File: config.mk
export PLATFORM = sky130hd
export DESIGN_NAME = i3c_target_top
export DESIGN_NICKNAME = d
export VERILOG_FILES = /design/src/source/i3c_tgt_pkg.sv /design/src/source/i3c_bus_monitor.sv /design/src/source/i3c_bit_engine.sv /design/src/source/i3c_delay_timer.sv /design/src/source/i3c_target_fsm.sv /design/src/source/i3c_target_top.sv
export SDC_FILE = /design/constraint.sdc
export NUM_CORES = 1
export LEC_CHECK = 0
export ABC_CLOCK_PERIOD_IN_PS = 2680
export BUFFER_PORTS_ARGS = -buffer_cell sky130_fd_sc_hd__buf_4
export CORE_MARGIN = 5
export CORE_UTILIZATION = 30
export CTS_CLUSTER_DIAMETER = 100
export DETAILED_ROUTE_END_ITERATION = 10
export PLACE_DENSITY = 0.56
export REMOVE_ABC_BUFFERS = 1
export SYNTH_ARGS = -nofsm -noshare
export SYNTH_HDL_FRONTEND = slang
export SYNTH_SLANG_ARGS = --single-unit
File: constraint.sdc
create_clock -name clk_i -period 2.68 [get_ports clk_i]
set_clock_uncertainty 0.2 [all_clocks]
set_input_delay 0.268 -clock clk_i [delete_from_list [all_inputs] [get_ports clk_i]]
set_output_delay 0.268 -clock clk_i [all_outputs]
set_load 0.01 [all_outputs]
File: src/source/i3c_tgt_pkg.sv
//*********************************************************************
// Shared definitions of the I3C private-transfer target
//   Bus byte, target address and bit index types
//   Bit-count constants of the 9-bit frame
//   Target FSM state encoding
//*********************************************************************
`default_nettype none

package i3c_tgt_pkg;

  // One byte on the bus, data or address plus R/W
  typedef logic [7:0] bus_byte_t;
  // 7-bit target address
  typedef logic [6:0] tgt_addr_t;
  // Position within the 9-bit frame, 0 to 8
  typedef logic [3:0] bit_idx_t;

  // ACK slot is the ninth bit
  localparam bit_idx_t AckBitIdx = 4'd8;
  // Last data bit before the ACK slot
  localparam bit_idx_t LastDataBitIdx = 4'd7;

  typedef enum logic [6:0] {
    Idle, AcquireStart, AddrRead,
    AddrAckWait, AddrAckSetup, AddrAckPulse, AddrAckHold,
    TransmitWait, TransmitSetup, TransmitPulse, TransmitHold, TransmitAck, TransmitAckPulse,
    AcquireByte, AcquireAckWait, AcquireAckSetup, AcquireAckPulse, AcquireAckHold,
    WaitForStop
  } tgt_state_e;

endpackage

`default_nettype wire

File: src/source/i3c_bus_monitor.sv
//*********************************************************************
// Bus monitor for SCL and SDA
//   One-cycle delayed copies of both lines
//   SCL edge strobes, START and STOP detection
//*********************************************************************
`timescale 1ns/1ns
`default_nettype none

module i3c_bus_monitor (
  input  logic clk_i,
  input  logic rst_ni,
  input  logic scl_i,
  input  logic sda_i,
  output logic scl_posedge_o,
  output logic scl_negedge_o,
  output logic start_det_o,
  output logic stop_det_o
);

  // Previous-cycle values of the bus lines
  logic scl_q;
  logic sda_q;

  // Idle bus is high on both lines
  always_ff @(posedge clk_i or negedge rst_ni) begin
    if (!rst_ni) begin
      scl_q <= 1'b1;
      sda_q <= 1'b1;
    end else begin
      scl_q <= scl_i;
      sda_q <= sda_i;
    end
  end

  // Edge strobes against the delayed copy
  assign scl_posedge_o = scl_i & ~scl_q;
  assign scl_negedge_o = ~scl_i & scl_q;

  // START is SDA falling with SCL high in both cycles
  assign start_det_o = scl_i & scl_q & sda_q & ~sda_i;
  // STOP is SDA rising with SCL high in both cycles
  assign stop_det_o = scl_i & scl_q & ~sda_q & sda_i;

endmodule

`default_nettype wire

File: src/source/i3c_bit_engine.sv
//*********************************************************************
// Bit engine of the target
//   Bit counter over the 9-bit frame
//   Receive shift register, MSB first
//   Host ACK capture in the ACK slot
//*********************************************************************
`timescale 1ns/1ns
`default_nettype none

module i3c_bit_engine
  import i3c_tgt_pkg::*;
(
  input  logic      clk_i,
  input  logic      rst_ni,
  input  logic      sda_i,
  input  logic      scl_posedge_i,
  input  logic      scl_negedge_i,
  input  logic      start_det_i,
  input  logic      byte_clr_i,
  output bit_idx_t  bit_idx_o,
  output logic      bit_ack_o,
  output bus_byte_t input_byte_o,
  output logic      host_ack_o
);

  bit_idx_t  bit_idx_q;
  bus_byte_t shift_q;
  logic      host_ack_q;

  assign bit_ack_o = (bit_idx_q == AckBitIdx);

  // Advance on SCL falling edges, wrap after the ACK slot
  always_ff @(posedge clk_i or negedge rst_ni) begin
    if (!rst_ni) begin
      bit_idx_q <= '0;
    end else if (start_det_i || byte_clr_i) begin
      bit_idx_q <= '0;
    end else if (scl_negedge_i) begin
      if (bit_ack_o) begin
        bit_idx_q <= '0;
      end else begin
        bit_idx_q <= bit_idx_q + 4'd1;
      end
    end
  end

  // Data bits shift in on SCL rising edges, ACK slot excluded
  always_ff @(posedge clk_i) begin
    if (byte_clr_i) begin
      shift_q <= '0;
    end else if (scl_posedge_i && !bit_ack_o) begin
      shift_q <= {shift_q[6:0], sda_i};
    end
  end

  // Low SDA in the ACK slot means the host acknowledged
  always_ff @(posedge clk_i or negedge rst_ni) begin
    if (!rst_ni) begin
      host_ack_q <= 1'b0;
    end else if (scl_posedge_i && bit_ack_o) begin
      host_ack_q <= ~sda_i;
    end
  end

  assign bit_idx_o    = bit_idx_q;
  assign input_byte_o = shift_q;
  assign host_ack_o   = host_ack_q;

endmodule

`default_nettype wire

File: src/source/i3c_delay_timer.sv
//*********************************************************************
// Delay timer for SDA setup and hold
//   Loadable down-counter, setup sum or hold time
//   Done flag in the last counted cycle
//*********************************************************************
`timescale 1ns/1ns
`default_nettype none

module i3c_delay_timer #(
  parameter int TcountWidth = 13
) (
  input  logic                   clk_i,
  input  logic                   rst_ni,
  input  logic                   enable_i,
  input  logic                   load_setup_i,
  input  logic                   load_hold_i,
  input  logic [TcountWidth-1:0] t_r_i,
  input  logic [TcountWidth-1:0] tsu_dat_i,
  input  logic [TcountWidth-1:0] thd_dat_i,
  output logic                   tcount_done_o
);

  // One extra bit holds the carry of the setup sum
  logic [TcountWidth:0] tcount_q;

  always_ff @(posedge clk_i or negedge rst_ni) begin
    if (!rst_ni) begin
      tcount_q <= '1;
    end else if (load_setup_i) begin
      tcount_q <= {1'b0, t_r_i} + {1'b0, tsu_dat_i};
    end else if (load_hold_i) begin
      tcount_q <= {1'b0, thd_dat_i};
    end else if (enable_i) begin
      tcount_q <= tcount_q - 1'b1;
    end
  end

  assign tcount_done_o = (tcount_q == (TcountWidth + 1)'(1));

endmodule

`default_nettype wire

File: src/source/i3c_target_fsm.sv
//*********************************************************************
// Transfer FSM of the private-transfer target
//   Address match, ACK drive and read data shifting
//   RX and TX FIFO strobes
//   Command complete, NACK and unexpected STOP events
//*********************************************************************
`timescale 1ns/1ns
`default_nettype none

module i3c_target_fsm
  import i3c_tgt_pkg::*;
(
  input  logic      clk_i,
  input  logic      rst_ni,
  input  logic      target_enable_i,
  input  tgt_addr_t target_address_i,
  input  logic      scl_i,
  input  logic      scl_negedge_i,
  input  logic      start_det_i,
  input  logic      stop_det_i,
  input  bit_idx_t  bit_idx_i,
  input  logic      bit_ack_i,
  input  bus_byte_t input_byte_i,
  input  logic      host_ack_i,
  input  logic      tcount_done_i,
  input  logic      rx_wready_i,
  input  logic      tx_rvalid_i,
  input  bus_byte_t tx_rdata_i,
  output logic      sda_o,
  output logic      target_idle_o,
  output logic      byte_clr_o,
  output logic      load_setup_o,
  output logic      load_hold_o,
  output logic      rx_wvalid_o,
  output bus_byte_t rx_wdata_o,
  output logic      tx_rready_o,
  output logic      bus_rnw_o,
  output logic      event_cmd_complete_o,
  output logic      event_target_nack_o,
  output logic      event_unexp_stop_o
);

  tgt_state_e state_q, state_d;
  // Transfer addressed this target
  logic       xfer_q, xfer_d;
  // R/W bit of the matched address
  logic       rnw_q, rnw_d;
  // Rest of the transaction is NACKed
  logic       nack_q, nack_d;
  logic       sda_q, sda_d;
  // Byte being sent, all ones when the TX FIFO was empty
  bus_byte_t  tx_byte_q;
  logic       tx_valid_q;
  logic       latch_tx;

  always_comb begin
    state_d      = state_q;
    xfer_d       = xfer_q;
    rnw_d        = rnw_q;
    nack_d       = nack_q;
    sda_d        = 1'b1;
    byte_clr_o   = 1'b0;
    load_setup_o = 1'b0;
    load_hold_o  = 1'b0;
    latch_tx     = 1'b0;
    rx_wvalid_o  = 1'b0;
    tx_rready_o  = 1'b0;
    unique case (state_q)
      Idle: begin
        xfer_d = 1'b0;
        nack_d = 1'b0;
      end
      // Wait for SCL low after START, restart the frame
      AcquireStart: begin
        xfer_d = 1'b0;
        if (!scl_i) begin
          byte_clr_o = 1'b1;
          state_d    = AddrRead;
        end
      end
      // Address and R/W complete once the ACK slot begins
      AddrRead: begin
        if (bit_ack_i) begin
          if (input_byte_i[7:1] == target_address_i) begin
            xfer_d      = 1'b1;
            rnw_d       = input_byte_i[0];
            load_hold_o = 1'b1;
            state_d     = AddrAckWait;
          end else begin
            state_d = WaitForStop;
          end
        end
      end
      // Hold time after SCL fell, then drive the ACK
      AddrAckWait: begin
        if (scl_i) begin
          // Controller too fast, give up on the transaction
          nack_d  = 1'b1;
          state_d = WaitForStop;
        end else if (tcount_done_i) begin
          load_setup_o = 1'b1;
          state_d      = AddrAckSetup;
        end
      end
      AddrAckSetup: begin
        sda_d = 1'b0;
        if (tcount_done_i) state_d = AddrAckPulse;
      end
      // ACK held low until the slot's SCL falling edge
      AddrAckPulse: begin
        sda_d = 1'b0;
        if (scl_negedge_i) begin
          load_hold_o = 1'b1;
          state_d     = AddrAckHold;
        end
      end
      AddrAckHold: begin
        sda_d = 1'b0;
        if (tcount_done_i) state_d = rnw_q ? TransmitWait : AcquireByte;
      end
      // Take the next TX byte, or send all ones
      TransmitWait: begin
        latch_tx     = 1'b1;
        load_setup_o = 1'b1;
        state_d      = TransmitSetup;
      end
      TransmitSetup: begin
        sda_d = tx_byte_q[3'(LastDataBitIdx - bit_idx_i)];
        if (tcount_done_i) state_d = TransmitPulse;
      end
      TransmitPulse: begin
        sda_d = sda_q;
        if (scl_negedge_i) begin
          load_hold_o = 1'b1;
          state_d     = TransmitHold;
        end
      end
      // Keep the bit for the hold time, then next bit or host ACK
      TransmitHold: begin
        sda_d = sda_q;
        if (tcount_done_i) begin
          if (bit_ack_i) begin
            state_d = TransmitAck;
          end else begin
            load_setup_o = 1'b1;
            state_d      = TransmitSetup;
          end
        end
      end
      // SDA released for the host ACK
      TransmitAck: begin
        if (scl_i) state_d = TransmitAckPulse;
      end
      TransmitAckPulse: begin
        if (scl_negedge_i) begin
          // Pop only a byte that really came from the FIFO
          tx_rready_o = tx_valid_q;
          state_d     = host_ack_i ? TransmitWait : WaitForStop;
        end
      end
      // A full byte arrived, check FIFO room before ACKing
      AcquireByte: begin
        if (bit_ack_i) begin
          nack_d      = nack_q | ~rx_wready_i;
          load_hold_o = 1'b1;
          state_d     = AcquireAckWait;
        end
      end
      AcquireAckWait: begin
        if (scl_i) begin
          nack_d  = 1'b1;
          state_d = WaitForStop;
        end else if (tcount_done_i) begin
          if (nack_q) begin
            state_d = WaitForStop;
          end else begin
            load_setup_o = 1'b1;
            state_d      = AcquireAckSetup;
          end
        end
      end
      AcquireAckSetup: begin
        sda_d = 1'b0;
        if (tcount_done_i) state_d = AcquireAckPulse;
      end
      AcquireAckPulse: begin
        sda_d = 1'b0;
        if (scl_negedge_i) begin
          load_hold_o = 1'b1;
          state_d     = AcquireAckHold;
        end
      end
      // Byte goes to the RX FIFO as SDA is released
      AcquireAckHold: begin
        sda_d = 1'b0;
        if (tcount_done_i) begin
          rx_wvalid_o = 1'b1;
          state_d     = AcquireByte;
        end
      end
      WaitForStop: begin
        sda_d = 1'b1;
      end
      default: begin
        state_d = Idle;
      end
    endcase

    // Bus conditions and disable take priority over the state sequence
    if (!target_enable_i) begin
      state_d = Idle;
    end else if (start_det_i) begin
      state_d = AcquireStart;
    end else if (stop_det_i) begin
      state_d = Idle;
    end
  end

  always_ff @(posedge clk_i or negedge rst_ni) begin
    if (!rst_ni) begin
      state_q    <= Idle;
      xfer_q     <= 1'b0;
      rnw_q      <= 1'b0;
      nack_q     <= 1'b0;
      sda_q      <= 1'b1;
      tx_valid_q <= 1'b0;
    end else begin
      state_q <= state_d;
      xfer_q  <= xfer_d;
      rnw_q   <= rnw_d;
      nack_q  <= nack_d;
      sda_q   <= sda_d;
      if (latch_tx) tx_valid_q <= tx_rvalid_i;
    end
  end

  always_ff @(posedge clk_i) begin
    if (latch_tx) tx_byte_q <= tx_rvalid_i ? tx_rdata_i : 8'hFF;
  end

  assign sda_o         = sda_d;
  assign target_idle_o = (state_q == Idle);
  assign rx_wdata_o    = input_byte_i;
  assign bus_rnw_o     = rnw_q;

  // Transfer end for this target, on START or STOP
  assign event_cmd_complete_o = target_enable_i & xfer_q & (start_det_i | stop_det_i);
  // First NACK of a transaction only
  assign event_target_nack_o  = nack_d & ~nack_q;
  // STOP in a read before the host NACKed
  assign event_unexp_stop_o   = target_enable_i & xfer_q & rnw_q & stop_det_i &
                                (state_q != WaitForStop);

endmodule

`default_nettype wire

File: src/source/i3c_target_top.sv
//*********************************************************************
// Top level of the I3C private-transfer target
//   Bus monitor, bit engine, delay timer and transfer FSM
//*********************************************************************
`timescale 1ns/1ns
`default_nettype none

module i3c_target_top
  import i3c_tgt_pkg::*;
#(
  parameter int TcountWidth = 13
) (
  input  logic                   clk_i,
  input  logic                   rst_ni,
  input  logic                   target_enable_i,
  input  tgt_addr_t              target_address_i,
  input  logic                   scl_i,
  input  logic                   sda_i,
  input  logic [TcountWidth-1:0] t_r_i,
  input  logic [TcountWidth-1:0] tsu_dat_i,
  input  logic [TcountWidth-1:0] thd_dat_i,
  input  logic                   rx_wready_i,
  input  logic                   tx_rvalid_i,
  input  bus_byte_t              tx_rdata_i,
  output logic                   sda_o,
  output logic                   target_idle_o,
  output logic                   rx_wvalid_o,
  output bus_byte_t              rx_wdata_o,
  output logic                   tx_rready_o,
  output logic                   bus_rnw_o,
  output logic                   event_cmd_complete_o,
  output logic                   event_target_nack_o,
  output logic                   event_unexp_stop_o
);

  // Bus events
  logic      scl_posedge;
  logic      scl_negedge;
  logic      start_det;
  logic      stop_det;
  // Bit engine to FSM
  bit_idx_t  bit_idx;
  logic      bit_ack;
  bus_byte_t input_byte;
  logic      host_ack;
  logic      byte_clr;
  // Delay timer control
  logic      load_setup;
  logic      load_hold;
  logic      tcount_done;

  i3c_bus_monitor u_bus_monitor (
    .clk_i         (clk_i),
    .rst_ni        (rst_ni),
    .scl_i         (scl_i),
    .sda_i         (sda_i),
    .scl_posedge_o (scl_posedge),
    .scl_negedge_o (scl_negedge),
    .start_det_o   (start_det),
    .stop_det_o    (stop_det)
  );

  i3c_bit_engine u_bit_engine (
    .clk_i         (clk_i),
    .rst_ni        (rst_ni),
    .sda_i         (sda_i),
    .scl_posedge_i (scl_posedge),
    .scl_negedge_i (scl_negedge),
    .start_det_i   (start_det),
    .byte_clr_i    (byte_clr),
    .bit_idx_o     (bit_idx),
    .bit_ack_o     (bit_ack),
    .input_byte_o  (input_byte),
    .host_ack_o    (host_ack)
  );

  i3c_delay_timer #(
    .TcountWidth (TcountWidth)
  ) u_delay_timer (
    .clk_i         (clk_i),
    .rst_ni        (rst_ni),
    .enable_i      (target_enable_i),
    .load_setup_i  (load_setup),
    .load_hold_i   (load_hold),
    .t_r_i         (t_r_i),
    .tsu_dat_i     (tsu_dat_i),
    .thd_dat_i     (thd_dat_i),
    .tcount_done_o (tcount_done)
  );

  i3c_target_fsm u_target_fsm (
    .clk_i                (clk_i),
    .rst_ni               (rst_ni),
    .target_enable_i      (target_enable_i),
    .target_address_i     (target_address_i),
    .scl_i                (scl_i),
    .scl_negedge_i        (scl_negedge),
    .start_det_i          (start_det),
    .stop_det_i           (stop_det),
    .bit_idx_i            (bit_idx),
    .bit_ack_i            (bit_ack),
    .input_byte_i         (input_byte),
    .host_ack_i           (host_ack),
    .tcount_done_i        (tcount_done),
    .rx_wready_i          (rx_wready_i),
    .tx_rvalid_i          (tx_rvalid_i),
    .tx_rdata_i           (tx_rdata_i),
    .sda_o                (sda_o),
    .target_idle_o        (target_idle_o),
    .byte_clr_o           (byte_clr),
    .load_setup_o         (load_setup),
    .load_hold_o          (load_hold),
    .rx_wvalid_o          (rx_wvalid_o),
    .rx_wdata_o           (rx_wdata_o),
    .tx_rready_o          (tx_rready_o),
    .bus_rnw_o            (bus_rnw_o),
    .event_cmd_complete_o (event_cmd_complete_o),
    .event_target_nack_o  (event_target_nack_o),
    .event_unexp_stop_o   (event_unexp_stop_o)
  );

endmodule

`default_nettype wire

Word level (Yosys, flattened, before mapping)
Index checks and enable logic that the tools add are counted.

Word-level logic and storage cells: 158. Register bits after elaboration: 49. Bits of input ports: 61. Output and inout bits: 16.

Add/subtract/negate cells: 4. $lt $le $gt $ge: 1. Mux-type cells: 61. Reduce and logical (&&, ||, !) cells: 17. Bitwise logic cells: 21. Equality and inequality tests: 41.

Operator list (number): 2-to-1 mux 7 bit (21); one-hot mux 7 bit (18 select lines) (1); inequality test 5 x 4 -> 1 bit (second input constant) (14); equality test 7 x 4 -> 1 bit (second input constant) (8); 2-to-1 mux 14 bit (3); equality test 7 x 3 -> 1 bit (second input constant) (4); 2-to-1 mux 1 bit (22); equality test 7 x 5 -> 1 bit (second input constant) (3); AND reduction 17 bit (1); 2-to-1 mux 4 bit (4); 2-to-1 mux 5 bit (3); adder 13 x 13 -> 14 bit (1); equality test 14 x 1 -> 1 bit (second input constant) (1); equality test 7 x 2 -> 1 bit (second input constant) (2); subtractor 14 x 1 -> 14 bit (second input constant) (1); AND 1 bit (13); inequality test 6 x 5 -> 1 bit (second input constant) (2); one-hot mux 1 bit (3 select lines) (3); OR reduction 2 bit (4); equality test 7 x 1 -> 1 bit (second input constant) (1); equality test 7 bit (1); logical NOT 7 bit (1); inequality test 7 x 5 -> 1 bit (second input constant) (1); NOT 1 bit (6); 20 further kinds (24).

Longest topological paths before layout
Depth in word-level cells: 7. Depth in mapped cells: 10. Mapped depth without buffers: 8.

Hierarchy
Synthesis repeated with hierarchy kept, for this count alone.

Cells, all modules: 441. Area, all modules: 3804.9 um2.

Modules (own cells, without submodules): i3c_target_fsm (cells each 201, times used 1, seq. area each 491.7 um2, area an instance 1667.8 um2); i3c_delay_timer (cells each 175, times used 1, seq. area each 367.9 um2, area an instance 1452.6 um2); i3c_bit_engine (cells each 59, times used 1, seq. area each 285.3 um2, area an instance 599.3 um2); i3c_bus_monitor (cells each 6, times used 1, seq. area each 52.6 um2, area an instance 85.1 um2).

Least setup slack after synthesis
Ideal clock, no wire load.

Kind: flip-flop to flip-flop. Start point: register u_delay_timer.tcount_q[1]. End point: register u_target_fsm.state_q[1]. Buffers on the path: 0. Data required time: 2358 ps. Clock period less this slack: 2320 ps. Slack: 360 ps. Stages on the path, launching flop included: 9. Arrival time: 1998 ps. Cells stage by stage: dfstp_2 inv_1 ha_1 nor2b_1 and4_1 a221oi_1 a211oi_1 and4_4 a32o_1.

Word-level cells in the longest chain between the ends: 3.

Ends and longest elaborated chain: start, declared (RTL line i3c_delay_timer.sv:24) `logic [TcountWidth:0] tcount_q;`; start signal, assigned (RTL line i3c_delay_timer.sv:30) `tcount_q <= {1'b0, t_r_i} + {1'b0, tsu_dat_i};`; start signal, assigned (RTL line i3c_delay_timer.sv:32) `tcount_q <= {1'b0, thd_dat_i};`; start signal, assigned (RTL line i3c_delay_timer.sv:34) `tcount_q <= tcount_q - 1'b1;`; equality test 14 x 1 -> 1 bit * (RTL line i3c_delay_timer.sv:38) `assign tcount_done_o = (tcount_q == (TcountWidth + 1)'(1));`; inequality test 6 x 5 -> 1 bit (no source line) / inequality test 5 x 4 -> 1 bit (equally long branches); AND reduction 17 bit (no source line) *; end signal, assigned (RTL line i3c_target_fsm.sv:221) `state_q <= Idle;`; end signal, assigned (RTL line i3c_target_fsm.sv:228) `state_q <= state_d;`; end, declared (RTL line i3c_target_fsm.sv:43) `tgt_state_e state_q, state_d;`.

Every way passes the cells marked *; elsewhere a longest branch is shown, timed or not. A chain may end at the register's enable or synchronous reset.

Worst setup path in the final report
Start point: register u_target_fsm.state_q[0]. End point: output event_target_nack_o.

Word-level cells in the longest chain between the ends: 4.

Ends and longest elaborated chain: equality test 7 x 2 -> 1 bit / equality test 7 x 4 -> 1 bit (equally long branches) (RTL line i3c_target_fsm.sv:68) `unique case (state_q)`; OR reduction 2 bit (no source line); one-hot mux 1 bit (3 select lines) * (RTL line i3c_target_fsm.sv:68); AND 1 bit * (RTL line i3c_target_fsm.sv:249) `assign event_target_nack_o = nack_d & ~nack_q;`; end, declared (RTL line i3c_target_top.sv:32) `output logic event_target_nack_o,`.

Marked as above.

==> summary.txt <==
Status
  – Status: finished clean

Synth
  – Post-synthesis cell area: 3737 µm²
  – Synth unique cells: 72
  – Main flop type after synthesis: dfstp_2
  – Synthesized flop and latch total: 47
  – Adder-cell share of the synthesized area: 6.227%
  – Mux cell area share after synthesis: 9.106%
  – Sequential share of the synthesized area: 32.04%
  – Post-synth top cells: nor2_1, a21oi_1, nand2_1, mux2i_1
  – Top-count cell post-synth: nor2_1
  – EDFF count, synth: 8
  – Post-synthesis xor/xnor area fraction: 6.796%
  – Synth Area in Compound Gates: 18.28%
  – Cell taking the most area after synthesis: dfstp_2
  – Yosys warning count: 0
  – Post-synthesis average cell area: 8.814 µm²
  – Main combinational cell family by area after synthesis: simple AND/OR/NAND/NOR gates
  – Simple-gate portion of the synthesized area: 23.23%
  – Ys async rst share: 65.96%
  – Top cells by area in the synthesized netlist: dfstp_2, dfrtp_1, mux2i_1
  – Cell count after synthesis: 424
  – Synth top area share: 11.95%

Power
  – Gate power share: 33.5%
  – Switch share: 33.69%
  – Clock Power Share: 23.5%
  – Leakage: 2.145 nW
  – Int Pwr: 1.767 mW
  – P_sw: 897.6 µW
  – Total power: 2.665 mW
  – Seq pwr share: 43.0%
  – Max IR drop VDD: 0.2463 mV
  – PwrDens: 557.6 nW/µm²

Floorplanning
  – Die Footprint: 14790 µm²
  – # rows: 40
  – Die width: 121.6 µm
  – Top Ports: 77
  – DIE HEIGHT: 121.6 µm
  – Starting Density: 30.86%
  – Core area: 12110 µm²

Global routing
  – Largest net degree at the start of global routing: 32
  – Global Route met3 Usage: 2.600%
  – Vias in the first global route: 3526
  – Global Route Usage Sum: 14.38%
  – GR Util met1: 18.54%
  – Initial antenna violation count: 0
  – GRT Max-Usage Layer: met2
  – Met2 GRT Util: 24.91%
  – Total gr overflow: 0
  – First-pass GRT wire length: 17190 µm

Placement
  – Final GP Congestion: 0.8541
  – Placed wire-length estimate: 8398 µm
  – Dpl cells: 670
  – Port buffer count: 76
  – Area after DPL: 4606 µm²

Setup path
  – CP Data Required Time: 2210 ps
  – Top cell by count, worst path: buf_4
  – CP Max Fanout: 22
  – Worst Path Arrival: 2060 ps
  – Slowest-stage cell, CP: dfrtp_1
  – Setup crit start kind: register
  – CP bufs+invs: 2
  – Setup CP Type: reg2out
  – Largest delay contributor family on the critical path: flip-flops
  – Worst path max stage delay: 480 ps
  – Setup crit end kind: primary output
  – Critical Path, Cell by Cell: buf_4 -> and2b_1 -> nand2_1 -> o21ai_0 -> a41oi_1 -> nor2_1 -> buf_4

Timing
  – Fin. Hold Viols: 0
  – Hold slack: 28.60 ps
  – RSZ-0062 raised after global routing: no
  – Worst slew pin tran: 519.0 ps
  – Slew headroom: 65.27%
  – Final worst-path cycle share: 94.36%
  – Max-slew violation count: 0
  – # setup viols final: 0
  – Period minus WS final: 2529 ps
  – Fmax: 395.5 MHz

Detailed routing
  – DRC viols: 0
  – Antenna viol nets, final: 0
  – Initial DRC Count: 174
  – Final WL: 10480 µm
  – Avg WL per Cell: 15.39 µm
  – Drt pass-1 iters: 4
  – Vias: 3423
  – Via-to-Cell Ratio: 5.026

Cells and area
  – Share of layout cells above drive strength 1: 27.68%
  – Antenna cell count: 0
  – Non-Filler Instances: 681
  – Final core occ: 39.45%
  – Area grow syn2layout: 27.85%
  – Final net count: 591
  – Final instance area: 4778 µm²

Min path
  – Tightest Hold Check Type: in2reg

Clock tree
  – CTS Buffer Depth: 2
  – Clock transition at path regs: 70 ps
  – Clock root buffer: clkbuf_16
  – Clock tree sinks: 47
  – Post-CTS resize count: 0
  – TritonCTS clock tree: yes
  – Clk Latency, worst-skew pair: 290 ps
  – Htree depth: 2
  – CTS Buf Count: 5

Flow run
  – Max Cap Viol: 0
area by class of cell:
type,instances,area [µm²]
inverter,10,37.54
multi-input combinational,343,2382
sequential,47,1197
tap,168,210.2
clock inverter,3,17.52
clock buffer,5,125.1
timing repair buffer,105,808.3
fill,1235,7333
worst register-to-register path, cell delays in order (launching register included):
cell,delay [ps]
dfrtp_1,460
inv_1,130
ha_1,180
and3b_1,250
a211oi_1,60
a221o_1,360
a221oi_4,360
nor2b_2,100
a22o_1,240
through the flow:
step                worst slack, ps  setup TNS [ps]
global route                  38.52               0
floorplan                    -211.5          -893.5
CTS                           156.6               0
detailed placement            42.25               0
global placement              64.84               0
finish                        151.2               0
power groups by stage:
stage                     Combinational, mW  Sequential (mW)  Clock (mW)
after global placement                0.873             1.15           0
after CTS                             0.908             1.15       0.650
final                                 0.892             1.14       0.627
after floorplan                       0.553             1.14           0
after global routing                   1.01             1.18       0.682
after detailed placement              0.899             1.16           0
sequential cells by signal (all words and copies together) (netlist names), 4 cells and up:
| name | count |
|---|---|
| u_bit_engine.input_byte_o | 8 |
| u_bit_engine.bit_idx_o | 4 |
| u_target_fsm.tx_byte_q | 8 |
| u_delay_timer.tcount_q | 14 |
| u_target_fsm.state_q | 5 |
per-layer routing:
layer  share of wire (%)  wire [µm]
met1                  45       4676
met2                  50       5189
met3                 4.8        507
met4                 1.0        108
met5                   0          0
logic make-up (layout without fill, tap and decap cells):
family | count (synthesis) | after routing
XOR/XNOR | 29 | 29
multiplexers | 31 | 31
adder cells (fa/ha/maj) | 18 | 18
flip-flops | 47 | 47
AO/OA/AOI/OAI | 104 | 104
buffers and inverters | 34 | 123
AND/OR/NAND/NOR | 161 | 161
final timing paths:
check	cells after the start	to	slack, ps	startpoint
max	7	event_target_nack_o	150	u_target_fsm.state_q[0]
min	2	u_target_fsm.tx_byte_q[6]	30	tx_rdata_i[6]
max reg2reg	8	u_target_fsm.state_q[4]	230	u_bit_engine.bit_idx_o[0]
min reg2reg	2	u_target_fsm.xfer_q	300	u_target_fsm.xfer_q
max in group asynchronous	2	u_bus_monitor.scl_q	1680	rst_ni
min in group asynchronous	2	u_bit_engine.bit_idx_o[2]	250	rst_ni
layout by cell type (no fill, tap or decap), types with 4 or more instances in the layout:
| cell type | instances |
|---|---|
| dfxtp_1 | 8 |
| dfstp_2 | 17 |
| a31oi_1 | 4 |
| inv_1 | 10 |
| a21oi_1 | 29 |
| nor2b_1 | 10 |
| nor3_1 | 9 |
| a211oi_1 | 4 |
| buf_4 | 101 |
| dfrtp_1 | 14 |
| mux2_2 | 4 |
| ha_1 | 17 |
| o31ai_1 | 5 |
| and3_1 | 4 |
| nand4_1 | 8 |
| mux2i_1 | 25 |
| edfxtp_1 | 8 |
| o22ai_1 | 5 |
| o21ai_0 | 22 |
| clkbuf_16 | 5 |
| nor2_1 | 36 |
| xnor2_1 | 9 |
| xor2_1 | 20 |
| nand2_1 | 30 |
| nand3_1 | 22 |
| and2_1 | 5 |
| nand2b_1 | 10 |
timing repair:
| action | 4_1_cts | 5_1_grt |
|---|---|---|
| buffers inserted | 0 | 0 |
| hold buffers | 3 | 0 |
| endpoints found under the hold margin | 16 | 0 |
(Power assumes the default switching activity.)
